===== config.mk =====
export PLATFORM = sky130hd
export DESIGN_NAME = hack_cpu
export DESIGN_NICKNAME = d
export VERILOG_FILES = /design/src/cpu_ctrl_pkg.sv /design/src/hack_isa_pkg.sv /design/src/ad_registers.sv /design/src/cpu_control.sv /design/src/hack_alu.sv /design/src/hack_cpu.sv /design/src/pc_unit.sv
export VERILOG_INCLUDE_DIRS = /design/src
export SDC_FILE = /design/constraint.sdc
export NUM_CORES = 1
export LEC_CHECK = 0
export BUFFER_PORTS_ARGS = -buffer_cell sky130_fd_sc_hd__buf_2
export CORE_MARGIN = 1
export CORE_UTILIZATION = 45
export DETAILED_ROUTE_END_ITERATION = 6
export PLACE_DENSITY = 0.65
export RECOVER_POWER = 100
export REMOVE_ABC_BUFFERS = 1
export SLEW_MARGIN = 20
export SYNTH_ARGS = -nofsm -noshare
export SYNTH_HDL_FRONTEND = slang
export SYNTH_SLANG_ARGS = --single-unit

===== constraint.sdc =====
create_clock -name clk -period 13.44 [get_ports clk]
set_clock_uncertainty 0.15 [all_clocks]
set_input_delay 2.688 -clock clk [delete_from_list [all_inputs] [get_ports clk]]
set_output_delay 2.688 -clock clk [all_outputs]
set_load 0.02 [all_outputs]

===== src/hack_config.svh =====
`ifndef HACK_CONFIG_SVH
`define HACK_CONFIG_SVH

// data word width shared by A, D, the ALU and the RAM data buses
`define HACK_WORD_W 16
// RAM address width, which is also the width of an A-instruction constant
`define HACK_ADDR_W 15
// the program counter counts single 16-bit instructions
`define HACK_PC_W 15
// every ROM word packs two instructions, the low half comes first
`define HACK_ROM_W 32
// ROM word address is the program counter without its low bit
`define HACK_ROM_AW 14

// field positions inside one 16-bit instruction
`define HACK_BIT_C 15
`define HACK_BIT_AM 12
`define HACK_COMP_LSB 6
`define HACK_DEST_A 5
`define HACK_DEST_D 4
`define HACK_DEST_M 3
`define HACK_JLT 2
`define HACK_JEQ 1
`define HACK_JGT 0

`endif


===== src/cpu_ctrl_pkg.sv =====
`default_nettype none

package cpu_ctrl_pkg;

    // one instruction at a time walks through these three states
    // FETCH drives the ROM address
    // DECODE captures the ROM answer into the instruction register
    // EXECUTE runs the ALU and updates A, D, RAM and the program counter
    typedef enum logic [1:0] {
        FETCH   = 2'd0,
        DECODE  = 2'd1,
        EXECUTE = 2'd2
    } cpu_state_e;

endpackage

`default_nettype wire


===== src/hack_isa_pkg.sv =====
`default_nettype none

package hack_isa_pkg;

    // bit 15 of an instruction tells the two kinds apart
    typedef enum logic {
        A_INST = 1'b0,
        C_INST = 1'b1
    } inst_kind_e;

    // comp field without the a bit, ordered zx nx zy ny f no from msb to lsb
    // y stands for A or M, whichever the a bit selects
    typedef enum logic [5:0] {
        ALU_ZERO          = 6'b101010,
        ALU_ONE           = 6'b111111,
        ALU_MINUS_ONE     = 6'b111010,
        ALU_D             = 6'b001100,
        ALU_Y             = 6'b110000,
        ALU_NOT_D         = 6'b001101,
        ALU_NOT_Y         = 6'b110001,
        ALU_NEG_D         = 6'b001111,
        ALU_NEG_Y         = 6'b110011,
        ALU_D_PLUS_ONE    = 6'b011111,
        ALU_Y_PLUS_ONE    = 6'b110111,
        ALU_D_MINUS_ONE   = 6'b001110,
        ALU_Y_MINUS_ONE   = 6'b110010,
        ALU_D_PLUS_Y      = 6'b000010,
        ALU_D_MINUS_Y     = 6'b010011,
        ALU_Y_MINUS_D     = 6'b000111,
        ALU_D_AND_Y       = 6'b000000,
        ALU_D_OR_Y        = 6'b010101
    } alu_fn_e;

    // jump field, one bit each for less than, equal and greater than zero
    typedef enum logic [2:0] {
        JMP_NONE = 3'b000,
        JMP_JGT  = 3'b001,
        JMP_JEQ  = 3'b010,
        JMP_JGE  = 3'b011,
        JMP_JLT  = 3'b100,
        JMP_JNE  = 3'b101,
        JMP_JLE  = 3'b110,
        JMP_JMP  = 3'b111
    } jump_cond_e;

endpackage

`default_nettype wire


===== src/ad_registers.sv =====
`timescale 1ns/10ps
`default_nettype none
`include "hack_config.svh"

module ad_registers (
    input  wire logic                    clk,
    input  wire logic                    resetN,
    input  wire logic                    load_a,
    input  wire logic                    load_d,
    input  wire logic                    load_imm,
    input  wire logic [`HACK_ADDR_W-1:0] imm,
    input  wire logic                    sel_m,
    input  wire logic [`HACK_WORD_W-1:0] alu_out,
    input  wire logic [`HACK_WORD_W-1:0] in_m,
    output logic      [`HACK_WORD_W-1:0] a_value,
    output logic      [`HACK_WORD_W-1:0] d_value,
    output logic      [`HACK_WORD_W-1:0] alu_y
);

    // value that A takes when load_a is set
    logic [`HACK_WORD_W-1:0] a_next;

    // an A-instruction loads its constant with a zero msb
    // a C-instruction with the A destination loads the ALU result
    assign a_next = load_imm ? {1'b0, imm} : alu_out;

    // A and D only move in EXECUTE, the strobes are quiet otherwise
    always_ff @(posedge clk or negedge resetN)
    begin
        if (!resetN)
        begin
            a_value <= '0;
            d_value <= '0;
        end
        else
        begin
            if (load_a)
                a_value <= a_next;
            if (load_d)
                d_value <= alu_out;
        end
    end

    // second ALU operand is A itself or the RAM word that A points to
    // in_m is valid in EXECUTE since A was on the read address one cycle earlier
    assign alu_y = sel_m ? in_m : a_value;

endmodule

`default_nettype wire


===== src/cpu_control.sv =====
`timescale 1ns/10ps
`default_nettype none
`include "hack_config.svh"

module cpu_control
    import hack_isa_pkg::*;
    import cpu_ctrl_pkg::*;
(
    input  wire logic                    clk,
    input  wire logic                    resetN,
    input  wire logic [`HACK_ROM_W-1:0]  inst,
    input  wire logic                    pc_low,
    input  wire logic [`HACK_PC_W-1:0]   next_pc,
    output logic      [`HACK_ROM_AW-1:0] inst_addr,
    output logic                         exec_en,
    output logic                         sel_m,
    output alu_fn_e                      alu_fn,
    output logic                         load_a,
    output logic                         load_d,
    output logic                         load_imm,
    output logic      [`HACK_ADDR_W-1:0] imm,
    output logic                         write_m,
    output logic                         jmp_lt,
    output logic                         jmp_eq,
    output logic                         jmp_gt
);

    cpu_state_e state;

    // registered ROM word address, follows the program counter
    logic [`HACK_ROM_AW-1:0] fetch_addr_q;
    // the single instruction being worked on
    logic [`HACK_WORD_W-1:0] ir;

    inst_kind_e kind;
    jump_cond_e jcond;
    logic       c_exec;

    // ****************************************
    // instruction cycle FSM
    // ****************************************

    always_ff @(posedge clk or negedge resetN)
    begin
        if (!resetN)
        begin
            state        <= FETCH;
            fetch_addr_q <= '0;
        end
        else
        begin
            case (state)
                FETCH:
                    state <= DECODE;
                DECODE:
                    state <= EXECUTE;
                EXECUTE:
                begin
                    state <= FETCH;
                    // pc_unit loads the same next_pc at this edge
                    fetch_addr_q <= next_pc[`HACK_PC_W-1:1];
                end
                default:
                    state <= FETCH;
            endcase
        end
    end

    // the ROM answers in DECODE for the address presented in FETCH
    assign inst_addr = fetch_addr_q;

    // pc bit 0 picks the high or the low instruction of the ROM word
    always_ff @(posedge clk)
    begin
        if (state == DECODE)
            ir <= pc_low ? inst[`HACK_ROM_W-1:`HACK_WORD_W] : inst[`HACK_WORD_W-1:0];
    end

    // ****************************************
    // decode
    // ****************************************

    assign kind  = inst_kind_e'(ir[`HACK_BIT_C]);
    assign jcond = jump_cond_e'(ir[`HACK_JLT:`HACK_JGT]);

    // levels straight from the instruction register
    assign alu_fn = alu_fn_e'(ir[`HACK_COMP_LSB +: 6]);
    assign imm    = ir[`HACK_ADDR_W-1:0];
    // bit 12 is part of the constant in an A-instruction, so qualify it
    assign sel_m  = (kind == C_INST) && ir[`HACK_BIT_AM];

    // strobes are single cycle and only live in EXECUTE
    assign exec_en = (state == EXECUTE);
    assign c_exec  = exec_en && (kind == C_INST);

    // an A-instruction always writes its constant into A
    assign load_imm = exec_en && (kind == A_INST);
    assign load_a   = load_imm || (c_exec && ir[`HACK_DEST_A]);
    assign load_d   = c_exec && ir[`HACK_DEST_D];
    assign write_m  = c_exec && ir[`HACK_DEST_M];

    assign jmp_lt = c_exec && (jcond inside {JMP_JLT, JMP_JNE, JMP_JLE, JMP_JMP});
    assign jmp_eq = c_exec && (jcond inside {JMP_JEQ, JMP_JGE, JMP_JLE, JMP_JMP});
    assign jmp_gt = c_exec && (jcond inside {JMP_JGT, JMP_JGE, JMP_JNE, JMP_JMP});

endmodule

`default_nettype wire


===== src/hack_alu.sv =====
`timescale 1ns/10ps
`default_nettype none
`include "hack_config.svh"

module hack_alu
    import hack_isa_pkg::*;
(
    input  wire logic [`HACK_WORD_W-1:0] x,
    input  wire logic [`HACK_WORD_W-1:0] y,
    input  wire alu_fn_e                 fn,
    output logic      [`HACK_WORD_W-1:0] alu_out,
    output logic                         zero,
    output logic                         negative
);

    // control bits of the comp code, named after the Hack spec
    logic zx, nx, zy, ny, f, no;

    // operands after the zero and negate steps
    logic [`HACK_WORD_W-1:0] x_z, x_n, y_z, y_n;
    // result of the add or AND step before the output negate
    logic [`HACK_WORD_W-1:0] f_out;

    assign {zx, nx, zy, ny, f, no} = fn;

    // ****************************************
    // input conditioning
    // ****************************************

    // zero first, then invert, so zx plus nx gives all ones
    assign x_z = zx ? '0 : x;
    assign x_n = nx ? ~x_z : x_z;
    assign y_z = zy ? '0 : y;
    assign y_n = ny ? ~y_z : y_z;

    // ****************************************
    // function and output negate
    // ****************************************

    // the add wraps modulo 2^16, the carry out is dropped
    assign f_out   = f ? (x_n + y_n) : (x_n & y_n);
    assign alu_out = no ? ~f_out : f_out;

    // flags come from the final result and feed the jump decision
    assign zero     = (alu_out == '0);
    assign negative = alu_out[`HACK_WORD_W-1];

endmodule

`default_nettype wire


===== src/hack_cpu.sv =====
`timescale 1ns/10ps
`default_nettype none
`include "hack_config.svh"

module hack_cpu
    import hack_isa_pkg::*;
(
    input  wire logic                    clk,
    input  wire logic                    resetN,
    input  wire logic [`HACK_ROM_W-1:0]  inst,
    input  wire logic [`HACK_WORD_W-1:0] in_m,
    output logic      [`HACK_ROM_AW-1:0] inst_addr,
    output logic      [`HACK_ADDR_W-1:0] read_data_addr,
    output logic      [`HACK_ADDR_W-1:0] write_data_addr,
    output logic      [`HACK_WORD_W-1:0] out_m,
    output logic                         write_m
);

    // ****************************************
    // control to datapath
    // ****************************************

    logic                    exec_en;
    logic                    sel_m;
    alu_fn_e                 alu_fn;
    logic                    load_a;
    logic                    load_d;
    logic                    load_imm;
    logic [`HACK_ADDR_W-1:0] imm;
    logic                    jmp_lt;
    logic                    jmp_eq;
    logic                    jmp_gt;

    // datapath values and flags
    logic [`HACK_WORD_W-1:0] a_value;
    logic [`HACK_WORD_W-1:0] d_value;
    logic [`HACK_WORD_W-1:0] alu_y;
    logic [`HACK_WORD_W-1:0] alu_out;
    logic                    zero;
    logic                    negative;
    logic [`HACK_PC_W-1:0]   pc;
    logic [`HACK_PC_W-1:0]   next_pc;

    cpu_control u_control (
        .clk       (clk),
        .resetN    (resetN),
        .inst      (inst),
        .pc_low    (pc[0]),
        .next_pc   (next_pc),
        .inst_addr (inst_addr),
        .exec_en   (exec_en),
        .sel_m     (sel_m),
        .alu_fn    (alu_fn),
        .load_a    (load_a),
        .load_d    (load_d),
        .load_imm  (load_imm),
        .imm       (imm),
        .write_m   (write_m),
        .jmp_lt    (jmp_lt),
        .jmp_eq    (jmp_eq),
        .jmp_gt    (jmp_gt)
    );

    ad_registers u_regs (
        .clk      (clk),
        .resetN   (resetN),
        .load_a   (load_a),
        .load_d   (load_d),
        .load_imm (load_imm),
        .imm      (imm),
        .sel_m    (sel_m),
        .alu_out  (alu_out),
        .in_m     (in_m),
        .a_value  (a_value),
        .d_value  (d_value),
        .alu_y    (alu_y)
    );

    // x is always D, y is A or M
    hack_alu u_alu (
        .x        (d_value),
        .y        (alu_y),
        .fn       (alu_fn),
        .alu_out  (alu_out),
        .zero     (zero),
        .negative (negative)
    );

    pc_unit u_pc (
        .clk      (clk),
        .resetN   (resetN),
        .exec_en  (exec_en),
        .zero     (zero),
        .negative (negative),
        .jmp_lt   (jmp_lt),
        .jmp_eq   (jmp_eq),
        .jmp_gt   (jmp_gt),
        .a_value  (a_value),
        .pc       (pc),
        .next_pc  (next_pc)
    );

    // A addresses RAM for both reads and writes
    // the read in DECODE returns M in time for EXECUTE
    assign read_data_addr  = a_value[`HACK_ADDR_W-1:0];
    assign write_data_addr = a_value[`HACK_ADDR_W-1:0];
    assign out_m           = alu_out;

endmodule

`default_nettype wire


===== src/pc_unit.sv =====
`timescale 1ns/10ps
`default_nettype none
`include "hack_config.svh"

module pc_unit (
    input  wire logic                    clk,
    input  wire logic                    resetN,
    input  wire logic                    exec_en,
    input  wire logic                    zero,
    input  wire logic                    negative,
    input  wire logic                    jmp_lt,
    input  wire logic                    jmp_eq,
    input  wire logic                    jmp_gt,
    input  wire logic [`HACK_WORD_W-1:0] a_value,
    output logic      [`HACK_PC_W-1:0]   pc,
    output logic      [`HACK_PC_W-1:0]   next_pc
);

    // result is strictly positive when it is neither zero nor negative
    logic positive;
    // jump decision for the instruction in EXECUTE
    logic taken;

    assign positive = !(zero || negative);

    // the jump bits are ORed, so JGE or JNE or JMP fall out naturally
    // jump strobes are only raised in EXECUTE for a C-instruction
    assign taken = (jmp_lt && negative) ||
                   (jmp_eq && zero)     ||
                   (jmp_gt && positive);

    // the target is the A value before this instruction updates it
    // A holds an instruction address here, so bit 15 is ignored
    assign next_pc = taken ? a_value[`HACK_PC_W-1:0] : pc + 1'b1;

    // pc advances once per instruction, at the end of EXECUTE
    always_ff @(posedge clk or negedge resetN)
    begin
        if (!resetN)
            pc <= '0;
        else if (exec_en)
            pc <= next_pc;
    end

endmodule

`default_nettype wire


# --- Yosys cells after proc, flatten, opt, wreduce, memory -nomap -nowiden ---
# Index checks and enable logic that the tools add are counted.
classes:
  mux: 11
  add_sub_neg: 2
  n_eq_ne: 9
  bitwise_logic: 5
  reduce_logical: 22
op_table:
  columns: ["cell", "count"]
  rows:
  - ["$mux W16", 9]
  - ["$not A16 Y16", 3]
  - ["$add A16 B16 Y16", 1]
  - ["$and A16 B16 Y16", 1]
  - ["$logic_not A16 Y1", 1]
  - ["$add A15 B1 Y15 const B", 1]
  - ["$mux W15", 1]
  - ["$eq A3 B3 Y1 const B", 4]
  - ["$logic_and A1 B1 Y1", 12]
  - ["$reduce_bool A4 Y1", 3]
  - ["$eq A3 B2 Y1 const B", 2]
  - ["$logic_or A1 B1 Y1", 4]
  - ["$pmux W2 S2", 1]
  - ["$eq A3 B1 Y1 const B", 1]
  - ["$eq A2 B1 Y1 const B", 1]
  - ["$eq A2 B2 Y1 const B", 1]
  - ["$logic_not A2 Y1", 1]
  - ["$logic_not A1 Y1", 1]
  - ["$not A1 Y1", 1]
word_totals:
  elab_cells: 55
  out_inout_bits: 61
  register_bits: 79

# --- Depth between registers and ports, before layout ---
logic_depth:
  ltp_word: 15
  depth_mapped: 23
  depth_no_buf: 19

# --- Modules after synthesis ---
# Synthesis repeated with hierarchy kept, for this count alone.
unflattened:
  cells_unflattened: 637
  area_unflattened_um2: 6333.6
by_module_without_submodules:
  columns: ["module", "cells_each", "seq_area_each_um2", "instances", "area_per_inst_um2"]
  rows:
  - ["hack_alu", 267, 0.0, 1, 1906.8]
  - ["ad_registers", 122, 800.8, 1, 1614.0]
  - ["cpu_control", 101, 880.8, 1, 1524.0]
  - ["pc_unit", 132, 375.4, 1, 1176.1]
  - ["hack_cpu", 15, 0.0, 1, 112.6]

# --- Worst setup path after synthesis ---
# OpenSTA, ideal clock, no wires.
synth_path:
  path_type: "input to output"
  start: "in in_m[0]"
  end: "out out_m[12]"
  setup_slack_ns: 5.650
  stages: 14
  arrival_time_ns: 4.952
  cell_sequence: "nand2_1 > a21oi_1 > xor2_1 > ha_1 > inv_1 > fa_1 > nor2b_4 > o31ai_2 > a31oi_1 > o41ai_1 > xnor2_1 > mux2i_1 > xnor2_1 > inv_1"
synth_via:
  elab_chain_cells: 8
synth_rtl:
  columns: ["item", "line_no", "source"]
  rows:
  - ["from (decl)", "hack_cpu.sv:11", "input wire logic [`HACK_WORD_W-1:0] in_m,"]
  - ["$mux W16 (*)", "ad_registers.sv:46", "assign alu_y = sel_m ? in_m : a_value;"]
  - ["$mux W16 (*)", "hack_alu.sv:33", "assign y_z = zy ? '0 : y;"]
  - ["$not A16 Y16", "hack_alu.sv:34", "assign y_n = ny ? ~y_z : y_z;"]
  - ["$mux W16 (*)", "hack_alu.sv:34", null]
  - ["$add A16 B16 Y16 (*)", "hack_alu.sv:41", "assign f_out = f ? (x_n + y_n) : (x_n & y_n);"]
  - ["$mux W16 (*)", "hack_alu.sv:41", null]
  - ["$not A16 Y16", "hack_alu.sv:42", "assign alu_out = no ? ~f_out : f_out;"]
  - ["$mux W16 (*)", "hack_alu.sv:42", null]
  - ["to (decl)", "hack_cpu.sv:15", "output logic [`HACK_WORD_W-1:0] out_m,"]
# Every way passes the cells marked *; elsewhere a longest branch is shown, timed or not.

# --- Worst setup path after layout ---
layout_path:
  start: "in in_m[0]"
  end: "out out_m[14]"
# The elaborated chain is that of the path after synthesis.

==> out/metrics.csv <==
metric;value;unit
worst_ep_arrival_time;5920;ps
n_fill_cell;1134;
worst_pin_slew;2850;ps
grt_max_degree;50;
endpoint;out_m[14];
grt_usage;0.246;
period_share;0.651;
ioPinCount;111;
drt-wirelength-per-cell;17.4;um
cpPeakStageDelay;540;ps
startpoint_type;primary input;
routed_wl;14800;um
clock_latency;330;ps
startpoint;in_m[0];
antenna_found_initial;0;
die_h;111;um
relSlewSlack;-0.900;
post_cts_buffers;0;
port_buffers;110;
report.final.slew_viol_count;50;
m1WireLength;6520;um
ant_nets;0;
hold_violations;0;
yosys_warnings;0;
crit_type;in -> out;
synth_seq_area_share;0.317;
cap_violations;1;
r2r_cells;20;
tns;0;ps
clock-sinks;65;
syn_area;5390;um2
dr.max_layer_used;met4;
drc;12;
ys_types;67;
synthArstFlopShare;0.754;
r2r_start;u_control.ir[15];
initial_utilization;0.466;
status;finished with violations;
final_cell_mix;nand2_1, clkbuf_1, a21oi_1, buf_2, dfrtp_1;
cts_resized;0;
cts_buffer_depth;2;
p_per_area;190;nW/um2
cp.required;10600;ps
post_dp_cell_area;5740;um2
layout.nets;768;
postSynthCellCount;646;
first_pass_iters;7;
cts_buffers;9;
overflow;0;
holdCritPathClass;reg -> reg;
htreeDepth;3;
ys_ff_latch;65;
violations;design-rule violations, max-capacitance violations, max-slew violations;
drive_above_1_share;0.132;
reg2reg_to;u_control.inst_addr[2];
rsz0062_at_grt;false;
vias;5000;
max_freq;0.114;GHz
setup_viol;0;
ys.flop_type;dfrtp_1;
gp_congestion;0.922;
dp_hpwl;10600;um
cts_tree;built;
finalCriticalPeriod;8750;ps
grt_pass1_vias;4803;
initialDrtViolationCount;385;
synth_area_per_cell;8.34;um2
vias_per_cell;5.90;
slowest_stage;nor4_1;
die_w;111;um
grt_pass1_wl;24400;um
critical_path.max_fanout;5;
ctsHoldBuffers;0;
synth-edff-count;16;
final_common_cell;nand2_1;
cts-root-buf;clkbuf_16;
area.growth.synth_to_final;10.3;%
core_area;11600;um2
placementRows;39;
crit_chain;buf_2, nand2_1, a21oi_1, xor2_1, ha_1, inv_1, fa_1, nor2b_1, o31ai_1, a21oi_1, o311a_1, a2bb2oi_1, nor4_1, inv_1, clkbuf_1;
peakVddDrop;124;uV
wl_met2;6940;um
p_leak;2.58;nW
critPathCaptureType;output pin;
wl_met3;1070;um
regToRegSetupSlack;6760;ps
die_area;12400;um2
cts.reportedPaths.clkPinSlew;60;ps
antenna_cells;0;
stdcell_area;5940;um2
==> sequential cells by signal (all words and copies together), names as in the netlist <==
signal / count
u_regs.a_value: 16
u_control.state: 2
u_control.ir: 16
u_pc.pc: 1
u_control.inst_addr: 14
u_regs.d_value: 16
==> worst max-delay path, delay by kind of cell <==
kind | cells | cell delay, ps
AO/OA/AOI/OAI | 5 | 1450
XOR/XNOR | 1 | 180
adder cells (fa/ha/maj) | 2 | 460
buffers and inverters | 4 | 440
AND/OR/NAND/NOR | 3 | 690
==> worst min-delay path by stage <==
stage                                  start                  to  slack (ps)  depth (start not counted)
after global routing        u_control.ir[13]  u_regs.a_value[13]         340                          2
after global placement    u_control.state[0]  u_control.state[0]         310                          1
final                     u_control.state[0]  u_control.state[0]         330                          1
after CTS                   u_control.ir[13]  u_regs.a_value[13]         320                          2
after detailed placement    u_control.ir[13]  u_regs.a_value[13]         310                          2
after floorplan             u_control.ir[13]  u_regs.a_value[13]         280                          2
==> cell usage after synthesis, types with 6 or more instances <==
library cell,instances,share of area
nand3_1,16,0.015
xnor2_1,28,0.046
ha_1,17,0.039
dfrtp_1,49,0.23
mux2i_1,11,0.020
and3_1,27,0.031
nor2_1,23,0.016
inv_1,32,0.022
buf_4,31,0.043
mux2_2,18,0.038
or3_1,10,0.012
o211ai_1,6,0.0084
o21ai_0,39,0.036
a21oi_1,48,0.045
a211o_1,9,0.015
xor2_1,16,0.026
nor3_1,13,0.012
clkbuf_1,33,0.023
nor2b_1,6,0.0070
nand2_1,84,0.059
edfxtp_1,16,0.089
a22oi_1,7,0.0098
nand2b_1,24,0.028
==> where the power goes <==
| group | internal (mW) | total [mW] | switching [mW] |
|---|---|---|---|
| logic | 0.199 | 0.534 | 0.335 |
| clock network | 0.153 | 0.248 | 0.0945 |
| registers | 0.268 | 0.345 | 0.0771 |
| total | 0.620 | 1.13 | 0.507 |
==> routing by layer <==
metal | GRT usage | vias up
li1 | - | 2353
met1 | 0.333 | 2399
met2 | 0.406 | 227
met3 | 0.0403 | 21
met4 | 0.0658 | 0
met5 | 0 | -
==> cells by family (layout without fill, tap and decap cells) <==
group | Yosys count | in the layout | share of synthesized area
AOI/OAI and AO/OA | 161 | 161 | 0.201
xor gates and xnor gates | 44 | 44 | 0.0715
adders and majority gates | 18 | 18 | 0.0432
buffers and inverters | 106 | 165 | 0.101
DFF | 65 | 65 | 0.317
muxes | 29 | 29 | 0.0580
and+or+nand+nor | 223 | 223 | 0.208
==> metrics by stage <==
stage / instances / power, mW / utilization / worst slack, ps / hold WS, ps
final: 848 / 1.13 / 0.514 / 4690 / 331
after global routing: 848 / 1.20 / 0.514 / 4380 / 335
after CTS: 848 / 1.15 / 0.524 / 5090 / 324
after detailed placement: 832 / 0.903 / 0.497 / 5100 / 313
after global placement: 832 / 0.890 / 0.497 / 5170 / 309
after floorplan: 572 / 0.722 / - / 5600 / 276
==> area by class of cell <==
| class | count | area (um2) | area share |
|---|---|---|---|
| sequential | 65 | 1710 | 0.287 |
| multi-input combinational | 475 | 3110 | 0.523 |
| clock buffer | 12 | 289 | 0.0486 |
| timing repair buffer | 117 | 512 | 0.0861 |
| tap | 143 | 179 | 0.0301 |
| inverter | 32 | 120 | 0.0202 |
| clock inverter | 4 | 30.0 | 0.00505 |
Power figures use the tool's default switching activity.
